**src/source/lb_pkg.sv**
```systemverilog
`default_nettype none

package lb_pkg;

  localparam int PIX_W = 8;
  localparam int SUM_W = 10; // Three 8-bit pixels need two more bits

  typedef logic [PIX_W-1:0] pix_t;

  // One line store entry, the two rows above the current one
  typedef struct packed {
    pix_t prev1; // Row r-1
    pix_t prev2; // Row r-2
  } row_pair_t;

  typedef struct packed {
    logic valid;
    pix_t data;
    logic eol;
    logic eof; // Only together with eol
  } pix_in_t;

  typedef struct packed {
    logic             valid;
    logic [SUM_W-1:0] sum;
    logic             sol;
    logic             eol;
    logic             eof;
  } win_out_t;

  // Handoff from the row controller to the adder, one cycle after the input
  typedef struct packed {
    logic      emit;
    pix_t      pix;
    row_pair_t pair;
    logic      sol;
    logic      eol;
    logic      eof;
  } stage_t;

  typedef enum logic [2:0] {
    ST_IDLE   = 3'b000,
    ST_FILL1  = 3'b001,
    ST_FILL2  = 3'b010,
    ST_STREAM = 3'b011,
    ST_DONE   = 3'b100
  } ctrl_state_t;

endpackage

`default_nettype wire

```
**src/source/line_store.sv**
```systemverilog
`timescale 1ns/100ps
`default_nettype none

module line_store #(
  parameter int DEPTH = 128
) (
  input  wire logic                     clk,
  input  wire logic [$clog2(DEPTH)-1:0] i_rd_addr,
  input  wire logic                     i_wr_en,
  input  wire logic [$clog2(DEPTH)-1:0] i_wr_addr,
  input  wire lb_pkg::row_pair_t        i_wr_data,
  output lb_pkg::row_pair_t             o_rd_data
);

  localparam int AW = $clog2(DEPTH);

  lb_pkg::row_pair_t mem [DEPTH];

  logic [AW-1:0] rd_addr;
  logic [AW-1:0] wr_addr;

  assign rd_addr = i_rd_addr;
  assign wr_addr = i_wr_addr;

  // Every entry is written during the fill rows before it is read
  always_ff @(posedge clk) begin
    if (i_wr_en) begin
      mem[wr_addr] <= i_wr_data;
    end
  end

  // Read every cycle; a read of the address being written sees the old entry
  always_ff @(posedge clk) begin
    o_rd_data <= mem[rd_addr];
  end

endmodule

`default_nettype wire

```
**src/source/row_ctrl.sv**
```systemverilog
`timescale 1ns/100ps
`default_nettype none

module row_ctrl #(
  parameter int DEPTH = 128
) (
  input  wire logic                     clk,
  input  wire logic                     rst_n,
  input  wire lb_pkg::pix_in_t          i_pix,
  output logic [$clog2(DEPTH)-1:0]      o_rd_addr,
  output logic                          o_wr_en,
  output logic [$clog2(DEPTH)-1:0]      o_wr_addr,
  output lb_pkg::row_pair_t             o_wr_data,
  input  wire lb_pkg::row_pair_t        i_rd_data,
  output lb_pkg::stage_t                o_stage
);

  localparam int AW = $clog2(DEPTH);

  lb_pkg::ctrl_state_t state_q;
  lb_pkg::ctrl_state_t state_d;

  logic [AW-1:0] col_q;
  logic [AW-1:0] col_cur;
  logic          emit_now;

  // Cycle 1 copy of the input pixel
  logic          valid_d;
  logic          emit_d;
  lb_pkg::pix_t  pix_d;
  logic [AW-1:0] col_d;
  logic          eol_d;
  logic          eof_d;

  always_ff @(posedge clk) begin
    if (!rst_n) begin
      state_q <= lb_pkg::ST_IDLE;
    end else begin
      state_q <= state_d;
    end
  end

  always_comb begin
    state_d = state_q;
    case (state_q)
      lb_pkg::ST_IDLE, lb_pkg::ST_DONE: begin
        // A pixel here opens a new frame, even straight out of ST_DONE
        if (i_pix.valid) begin
          if (i_pix.eof) begin
            state_d = lb_pkg::ST_DONE;
          end else if (i_pix.eol) begin
            state_d = lb_pkg::ST_FILL2; // One-pixel line already ends row 0
          end else begin
            state_d = lb_pkg::ST_FILL1;
          end
        end else begin
          state_d = lb_pkg::ST_IDLE;
        end
      end
      lb_pkg::ST_FILL1: begin
        if (i_pix.valid && i_pix.eof) begin
          state_d = lb_pkg::ST_DONE;
        end else if (i_pix.valid && i_pix.eol) begin
          state_d = lb_pkg::ST_FILL2;
        end
      end
      lb_pkg::ST_FILL2: begin
        if (i_pix.valid && i_pix.eof) begin
          state_d = lb_pkg::ST_DONE;
        end else if (i_pix.valid && i_pix.eol) begin
          state_d = lb_pkg::ST_STREAM;
        end
      end
      lb_pkg::ST_STREAM: begin
        if (i_pix.valid && i_pix.eof) begin
          state_d = lb_pkg::ST_DONE;
        end
      end
      default: begin
        state_d = lb_pkg::ST_IDLE;
      end
    endcase
  end

  // ST_DONE clears the column, but a pixel arriving then still sits at column 0
  assign col_cur = (state_q == lb_pkg::ST_DONE) ? '0 : col_q;

  always_ff @(posedge clk) begin
    if (!rst_n) begin
      col_q <= '0;
    end else if (i_pix.valid) begin
      col_q <= i_pix.eol ? '0 : col_cur + 1'b1;
    end else if (state_q == lb_pkg::ST_DONE) begin
      col_q <= '0;
    end
  end

  // Only rows seen in the streaming state have two rows above them
  assign emit_now = i_pix.valid && (state_q == lb_pkg::ST_STREAM);

  assign o_rd_addr = col_cur; // Cycle 0 read of the pair above this column

  always_ff @(posedge clk) begin
    if (!rst_n) begin
      valid_d <= 1'b0;
      emit_d  <= 1'b0;
    end else begin
      valid_d <= i_pix.valid;
      emit_d  <= emit_now;
    end
  end

  always_ff @(posedge clk) begin
    if (i_pix.valid) begin
      pix_d <= i_pix.data;
      col_d <= col_cur;
      eol_d <= i_pix.eol;
      eof_d <= i_pix.eof;
    end
  end

  // Cycle 1 write back, the rows shift down one slot in the pair
  assign o_wr_en         = valid_d;
  assign o_wr_addr       = col_d;
  assign o_wr_data.prev1 = pix_d;
  assign o_wr_data.prev2 = i_rd_data.prev1;

  always_comb begin
    o_stage.emit = emit_d;
    o_stage.pix  = pix_d;
    o_stage.pair = i_rd_data;
    o_stage.sol  = (col_d == '0);
    o_stage.eol  = eol_d;
    o_stage.eof  = eof_d;
  end

endmodule

`default_nettype wire

```
**src/source/vsum_stage.sv**
```systemverilog
`timescale 1ns/100ps
`default_nettype none

module vsum_stage (
  input  wire logic           clk,
  input  wire logic           rst_n,
  input  wire lb_pkg::stage_t i_stage,
  output lb_pkg::win_out_t    o_win
);

  logic [lb_pkg::SUM_W-1:0] sum;

  logic                     valid_q;
  logic [lb_pkg::SUM_W-1:0] sum_q;
  logic                     sol_q;
  logic                     eol_q;
  logic                     eof_q;

  // Zero extend each term before adding so no carry is lost
  always_comb begin
    sum = lb_pkg::SUM_W'(i_stage.pix)
        + lb_pkg::SUM_W'(i_stage.pair.prev1)
        + lb_pkg::SUM_W'(i_stage.pair.prev2);
  end

  always_ff @(posedge clk) begin
    if (!rst_n) begin
      valid_q <= 1'b0;
    end else begin
      valid_q <= i_stage.emit;
    end
  end

  always_ff @(posedge clk) begin
    sum_q <= sum;
    sol_q <= i_stage.emit & i_stage.sol; // Flags stay low on idle cycles
    eol_q <= i_stage.emit & i_stage.eol;
    eof_q <= i_stage.emit & i_stage.eof;
  end

  always_comb begin
    o_win.valid = valid_q;
    o_win.sum   = sum_q;
    o_win.sol   = sol_q;
    o_win.eol   = eol_q;
    o_win.eof   = eof_q;
  end

endmodule

`default_nettype wire

```
**src/source/vwindow_top.sv**
```systemverilog
`timescale 1ns/100ps
`default_nettype none

module vwindow_top #(
  parameter int LINE_DEPTH = 128
) (
  input  wire logic            clk,
  input  wire logic            rst_n,
  input  wire lb_pkg::pix_in_t i_pix,
  output lb_pkg::win_out_t     o_win
);

  localparam int ADDR_W = $clog2(LINE_DEPTH);

  logic [ADDR_W-1:0] rd_addr;
  logic              wr_en;
  logic [ADDR_W-1:0] wr_addr;
  lb_pkg::row_pair_t wr_data;
  lb_pkg::row_pair_t rd_data;
  lb_pkg::stage_t    stage;

  // Cycle 0 to 1, frame tracking and line store access
  row_ctrl #(
    .DEPTH     (LINE_DEPTH)
  ) u_row_ctrl (
    .clk       (clk),
    .rst_n     (rst_n),
    .i_pix     (i_pix),
    .o_rd_addr (rd_addr),
    .o_wr_en   (wr_en),
    .o_wr_addr (wr_addr),
    .o_wr_data (wr_data),
    .i_rd_data (rd_data),
    .o_stage   (stage)
  );

  line_store #(
    .DEPTH     (LINE_DEPTH)
  ) u_line_store (
    .clk       (clk),
    .i_rd_addr (rd_addr),
    .i_wr_en   (wr_en),
    .i_wr_addr (wr_addr),
    .i_wr_data (wr_data),
    .o_rd_data (rd_data)
  );

  // Cycle 1 to 2, the registered vertical sum
  vsum_stage u_vsum_stage (
    .clk     (clk),
    .rst_n   (rst_n),
    .i_stage (stage),
    .o_win   (o_win)
  );

endmodule

`default_nettype wire

```
**config.mk**
```make
export PLATFORM = sky130hd
export DESIGN_NAME = vwindow_top
export DESIGN_NICKNAME = d
export VERILOG_FILES = /design/src/source/lb_pkg.sv /design/src/source/line_store.sv /design/src/source/row_ctrl.sv /design/src/source/vsum_stage.sv /design/src/source/vwindow_top.sv
export SDC_FILE = /design/constraint.sdc
export NUM_CORES = 2
export LEC_CHECK = 0
export BUFFER_PORTS_ARGS = -buffer_cell sky130_fd_sc_hd__clkbuf_2
export CAP_MARGIN = 25
export CORE_ASPECT_RATIO = 1.5
export CORE_MARGIN = 5
export CORE_UTILIZATION = 40
export DETAILED_ROUTE_END_ITERATION = 8
export PLACE_DENSITY_LB_ADDON = 0.25
export RECOVER_POWER = 25
export SYNTH_ARGS = -nofsm -noshare
export SYNTH_HDL_FRONTEND = slang
export SYNTH_SLANG_ARGS = --single-unit
```
**constraint.sdc**
```tcl
create_clock -name clk -period 6.09 [get_ports clk]
set_input_delay 1.218 -clock clk [delete_from_list [all_inputs] [get_ports clk]]
set_output_delay 1.218 -clock clk [all_outputs]
set_load 0.005 [all_outputs]
```
======== Word-level counts from Yosys, hierarchy flattened ========
Memories as Yosys holds them, arrays and structs flattened. A register that Yosys moved wholly into a read port is not among the register bits.
Cells that the tools add are included.
storage, ports and cells
  flip-flop bits (word level) ............. 43
  RAM bits ................................ 2048
  input bits .............................. 13
  output and inout port bits .............. 14
  word-level logic and storage cells ...... 48
  memories kept ........................... 1
operators by class
  add/sub/neg operators ................... 3
  equal/unequal tests ..................... 7
  mux-type cells .......................... 14
  bitwise operators ....................... 3
  reduce and logical (&&, ||, !) cells .... 7
memory list
  memory            words  bits a word  rd ports  clocked after Yosys merged registers in  write ports  RTL line          text
  u_line_store.mem  128    16           1         1                                        1            line_store.sv:17  lb_pkg::row_pair_t mem [DEPTH];
operators with widths
  cell                                                   count
  2-to-1 mux 3 bit                                       7
  2-to-1 mux 7 bit                                       3
  one-hot mux 3 bit (4 select lines)                     1
  adder 10 x 8 -> 10 bit                                 1
  adder 8 x 8 -> 9 bit                                   1
  adder 7 x 1 -> 7 bit, second input constant            1
  zero test 7 bit                                        1
  equality test 3 x 2 -> 1 bit, second input constant    2
  inequality test 3 x 1 -> 1 bit, second input constant  2
  bitwise AND 1 bit                                      3
  equality test 3 x 1 -> 1 bit, second input constant    1
  equality test 3 bit, second input constant             1
  logical AND 1 bit                                      3
  zero test 3 bit                                        1
  AND reduction 3 bit                                    1
  2-to-1 mux 1 bit                                       2
  2-to-1 mux 2 bit                                       1
  inequality test 2 x 1 -> 1 bit, second input constant  1
  OR reduction 2 bit                                     1

======== Depth between registers and ports, before layout ========
  word-level depth ........................ 5
  mapped depth ............................ 14

======== Cells and area by module ========
Synthesis repeated with hierarchy kept, for this count alone.
second synthesis, totals
  cell total of the unflattened synthesis .. 3316
  area, all modules ....................... 80923.9 sq um
modules (own cells, without submodules)
  module      instances  cells each  area each (sq um)
  line_store  1          3086        78522.8
  row_ctrl    1          122         1377.6
  vsum_stage  1          108         1023.5

======== Worst setup path before layout ========
OpenSTA, ideal clock, no wires.
  path type ............................... reg-to-reg
  start ................................... register, netlist name u_line_store.o_rd_data[8]
  end ..................................... register u_vsum_stage.sum_q[9] in the netlist's numbering
  arrival time ............................ 4153 ps
  path slack .............................. 1815 ps
  cell stages (with the launch flop) ...... 15
  buffers on the path ..................... 0
  clock period less this slack ............ 4275 ps
  path through ............................ dfxtp_1 > ha_1 > inv_1 > fa_1 > inv_1 > a21oi_1 > o21ai_0 > a21o_1 > a21o_1 > xor2_1 > ha_1 > a21oi_1 > o21ai_0 > a21oi_1 > nor2_1
on the way
  longest elaborated chain between the ends .. 2
RTL lines
  element                               RTL line          text
  adder 8 x 8 -> 9 bit                  vsum_stage.sv:22  + lb_pkg::SUM_W'(i_stage.pair.prev1)
  adder 10 x 8 -> 10 bit                vsum_stage.sv:23  + lb_pkg::SUM_W'(i_stage.pair.prev2);
  named net u_vsum_stage.sum (one bit)  vsum_stage.sv:11  logic [lb_pkg::SUM_W-1:0] sum;
  to (signal assigned)                  vsum_stage.sv:35  sum_q <= sum;
  to (decl)                             vsum_stage.sv:14  logic [lb_pkg::SUM_W-1:0] sum_q;
The timed path passes the listed nets, and every way through them passes these cells.
A chain may end at the register's enable or synchronous reset.

======== Final worst setup path ========
  start ................................... register u_row_ctrl.pix_d[7]
  end ..................................... memory u_line_store.mem[23][15] in the netlist's numbering, data pin
RTL lines
  element                 RTL line          text
  from (decl)             row_ctrl.sv:30    lb_pkg::pix_t pix_d;
  from (signal assigned)  row_ctrl.sv:115   pix_d <= i_pix.data;
  to (decl)               line_store.sv:17
Straight into the memory's write port.

==> run summary <==
The run finished, with violations left. The checks that failed: capacitance limit, slew limit. The final period demand of the worst path is 4870 ps. The number of buffers created by CTS came out at ~190.

The number of buffers added for setup after CTS came out at 0. The first global-routing pass estimated approximately 360000 microns of wire. The initialized floorplan defines around 200 standard-cell rows. The post-synthesis cell area is approximately 83000 sq um. The number of antenna-violating nets in the routed design is 0. For this run, the detailed router's first-pass iteration total came to 6. The leading register cell type out of synthesis is sky130_fd_sc_hd__edfxtp_1. The count of input and output buffers is 26. The leading cell type by number of instances after synthesis is sky130_fd_sc_hd__edfxtp_1. The core region is 206000 sq um.

The worst hold path stage count came out at 1. The delay of the slowest cell on the worst path is roughly 3000 ps. The number of hold violations in the final report came to 0. The final layout net count came out at between 5000 and 6000. The number of cells on the worst reg-to-reg path came out at 2. The sum of routed wire length over all layers is 259000 microns. In this run the critical register-to-register path is captured at u_line_store.mem[23][15]. Walking the worst path, the cells encountered are clkbuf_1 > clkbuf_1. The post-detailed-route DRC marker count is 0.

By count the netlist is led by 2065 x sky130_fd_sc_hd__edfxtp_1, 490 x sky130_fd_sc_hd__mux2i_1, 389 x sky130_fd_sc_hd__nand2_1. Setup repair after global routing left no endpoint under its margin. The worst path uses about four fifths of the clock period.

The average footprint of a synthesized cell came out at between 15 and 20 sq um. The kind of critical path is flop to flop. The number of standard cells in the final layout excluding fillers is roughly 8000.

The initial standard-cell utilization of the core is around two fifths. The maximum VDD drop is approximately 0.21 mV. The worst setup path is launched from a flop.

Headroom to the max-slew limit came out at -180%. TritonCTS built the clock tree. The worst-path maximum fanout is 74. The final-report max-slew violation count came to 1034. The number of hold-repair buffers added at the cts stage is 0.

The critical register-to-register path startpoint is u_row_ctrl.pix_d[7]. Cells fill between 40% and 50% of the core in the end. The total setup violations reported at the end of the flow is 0.

Summed over all layers, the global routing overflow is 0. For hold timing, the worst endpoint is u_row_ctrl.emit_d. The worst endpoint data arrival time is approximately 4900 ps. The power density over the cells is approximately 320 nW/um^2. By area the synthesized netlist is led by sky130_fd_sc_hd__edfxtp_1 75%, sky130_fd_sc_hd__mux2i_1 5.9%, sky130_fd_sc_hd__a21oi_1 2.0%. The tree is rooted in a sky130_fd_sc_hd__clkbuf_16. Of all flip-flops after synthesis, the portion carrying an async set or reset was 0%. The filler cells instantiated in the layout total roughly 18000. The worst register-to-register path has a setup slack of approximately 1200 ps. The post-DP HPWL came out at between 150000 and 200000 microns. The register bit count reported by yosys is 2107. The number of cells after detailed placement came out at between 7000 and 8000. The area growth from synthesis to layout is 12.5%. The summed area of non-filler cells in the final layout is 93300 sq um.

Counting stages on the worst path, the most repeated cell is sky130_fd_sc_hd__clkbuf_1. The kind of end point of the critical path is a flop. For this run, the number of Yosys warnings is 0. For this block, the via count after detailed routing is about 48000.

The classification of the worst-slack hold path is flop to flop. The violation count after the first detailed-routing iteration is between 5000 and 6000. The chip height is ~570 microns. Clock-pin slew was measured on the worst setup and hold paths at approximately 70 ps. The number of resized instances in the post-cts repair step came out at 0. Entering global routing, the biggest net connects 130 pins.

The full die area came out at approximately 220000 sq um. The share of the synthesized area in the top cell type is approximately 75%. The final-layout setup total negative slack is 0 ps.

The data required time of the worst path came out at 6090 ps. The measured slew at the worst slew-check pin is 4210 ps. The clock skew came out at ~56 ps. The number of antenna violations at the first check in global routing came to 11.

After detailed placement, the total cell area comes to 87200 sq um. Among cell families on the critical path, the largest total delay comes from buffers and inverters. The H-tree generated during clock tree synthesis spans 4 levels. The worst hold path begins at u_row_ctrl.state_q[2]. The average wire length per cell after detail routing came out at 32.3 microns.

The maximum buffer depth of the clock tree is 4. The peak clock frequency supported by timing came out at a little over 0.2 GHz. Of the cells placed in the final design, the portion with a size suffix greater than 1 is between 10 and 15%. The overall die width is roughly 380 microns. The congestion estimate from routability-driven global placement came to 0.944.

The number of global-route vias before repair came to between 40000 and 50000. The max-cap violation count came out at 18. The part of the Yosys area used for sequential elements came out at 75.8%.

The later-pin clock latency in the skew report came out at 860 ps. The number of flops mapped to enable cells by yosys came out at a little over 2000. The count of boundary I/O pins is 27.

The number of nets in the synthesized netlist is between 5000 and 6000. CTS saw between 2000 and 2500 sinks. The biggest area contributor in the post-synthesis netlist is sky130_fd_sc_hd__edfxtp_1. The leakage component of the power is 29.8 nW. The post-synthesis cell count came out at 5036.

On the critical path, the stage with the largest delay is an instance of sky130_fd_sc_hd__clkbuf_1. The total global-route track usage came out at roughly a quarter. After detailed routing, the number of vias per cell comes to ~6.

The critical path contains buffers and inverters numbering 2 combined. The count of cell types in the netlist is 74.
## flip-flops by register name (all words and copies together) (netlist names)
register / cells
u_vsum_stage.sum_q: 10
u_row_ctrl.state_q: 3
u_row_ctrl.eof_d: 1
u_vsum_stage.valid_q: 1
u_row_ctrl.o_wr_en: 1
u_row_ctrl.col_q: 7
u_row_ctrl.eol_d: 1
u_line_store.o_rd_data: 16
u_vsum_stage.eol_q: 1
u_line_store.mem: 2048
u_vsum_stage.sol_q: 1
u_vsum_stage.eof_q: 1
u_row_ctrl.pix_d: 8
u_row_ctrl.emit_d: 1
u_row_ctrl.o_wr_addr: 7
## report_power, final
part / internal (mW) / switching [mW]
clock: 6.68 / 5.29
combinational: 0.405 / 1.03
sequential: 16.1 / 0.136
total: 23.2 / 6.46
## kinds of logic (layout without fill, tap and decap cells)
group,count (synthesis),count (layout),synth area share (%)
mux,613,613,8.27
simple gates,843,843,4.43
xor+xnor,17,17,0.180
compound gates,1065,1065,8.90
buf+inv,371,679,2.07
fa+ha+maj,20,20,0.320
flops,2107,2107,75.8
other cells,0,6,0
## per-layer routing
| metal | wire [microns] | track usage [%] |
|---|---|---|
| met1 | 92100 | 27.0 |
| met4 | 21000 | 15.7 |
| met2 | 130000 | 39.9 |
| met5 | 17 | 0 |
| met3 | 16500 | 3.49 |
## cell usage in the layout, fill, tap and decap left out, types with 14 or more instances in the layout
cell type                   netlist  layout
sky130_fd_sc_hd__edfxtp_1      2065    2065
sky130_fd_sc_hd__mux2i_1        490     490
sky130_fd_sc_hd__nand2_1        389     385
sky130_fd_sc_hd__a21oi_1        329     329
sky130_fd_sc_hd__buf_4           26     244
sky130_fd_sc_hd__clkbuf_16        0     195
sky130_fd_sc_hd__nor2_1         187     178
sky130_fd_sc_hd__nand3_1        131     130
sky130_fd_sc_hd__a221oi_1       114     114
sky130_fd_sc_hd__o221ai_1       102     102
sky130_fd_sc_hd__o21ai_0         84      83
sky130_fd_sc_hd__o22ai_1         78      78
sky130_fd_sc_hd__mux2_2          73      73
sky130_fd_sc_hd__a211oi_1        71      71
sky130_fd_sc_hd__clkbuf_1       145      65
sky130_fd_sc_hd__o211ai_1        59      59
sky130_fd_sc_hd__mux4_2          50      50
sky130_fd_sc_hd__a22oi_1         44      44
sky130_fd_sc_hd__dfxtp_1         42      36
sky130_fd_sc_hd__clkinv_1         1      35
sky130_fd_sc_hd__clkinv_2         0      31
sky130_fd_sc_hd__a32oi_1         31      31
sky130_fd_sc_hd__and2_0          26      30
sky130_fd_sc_hd__inv_1           26      26
sky130_fd_sc_hd__clkbuf_2         0      24
sky130_fd_sc_hd__o211a_1         21      21
sky130_fd_sc_hd__a31oi_1         20      20
sky130_fd_sc_hd__nand4_1         19      19
sky130_fd_sc_hd__ha_1            18      18
sky130_fd_sc_hd__bufinv_16        0      16
sky130_fd_sc_hd__nor2b_1         15      15
sky130_fd_sc_hd__a22o_1          14      14
## worst max-delay path by stage
stage / start / end / slack [ps] / depth (start not counted)
after floorplan: u_line_store.o_rd_data[8] / u_vsum_stage.sum_q[9] / 1810 / 14
after CTS: u_row_ctrl.state_q[2] / u_line_store.o_rd_data[2] / 1710 / 8
after detailed placement: u_row_ctrl.state_q[2] / u_line_store.o_rd_data[2] / 1720 / 8
after global routing: u_line_store.o_rd_data[8] / u_vsum_stage.sum_q[9] / 1030 / 14
final: u_row_ctrl.pix_d[7] / u_line_store.mem[23][15] / 1220 / 2
after global placement: u_row_ctrl.state_q[0] / u_line_store.o_rd_data[2] / 1740 / 8
## through the flow
step                setup WS, ps  hold WS [ps]  total power, mW
floorplan                   1810           426             17.3
global placement            1740           521             17.9
detailed placement          1720           546             18.0
CTS                         1710           509             29.8
global route                1030           528             30.4
finish                      1220           545             29.6
## worst reg2reg max path, stage by stage, from the launching register on
cell and delay, ps:
sky130_fd_sc_hd__edfxtp_1 320, sky130_fd_sc_hd__clkbuf_1 630, sky130_fd_sc_hd__clkbuf_1 3010
## cell type report
class                           count  area (sq um)  area share [%]
Timing Repair Buffer              301          2320            2.49
Antenna cell                        6          15.0          0.0161
Inverter                           32           136           0.146
Clock inverter                     95           911           0.977
Sequential cell                  2107         62900            67.4
Tap cell                         2678          3350            3.59
Multi-Input combinational cell   2558         18500            19.8
Clock buffer                      251          5180            5.55
(Power assumes the default switching activity.)
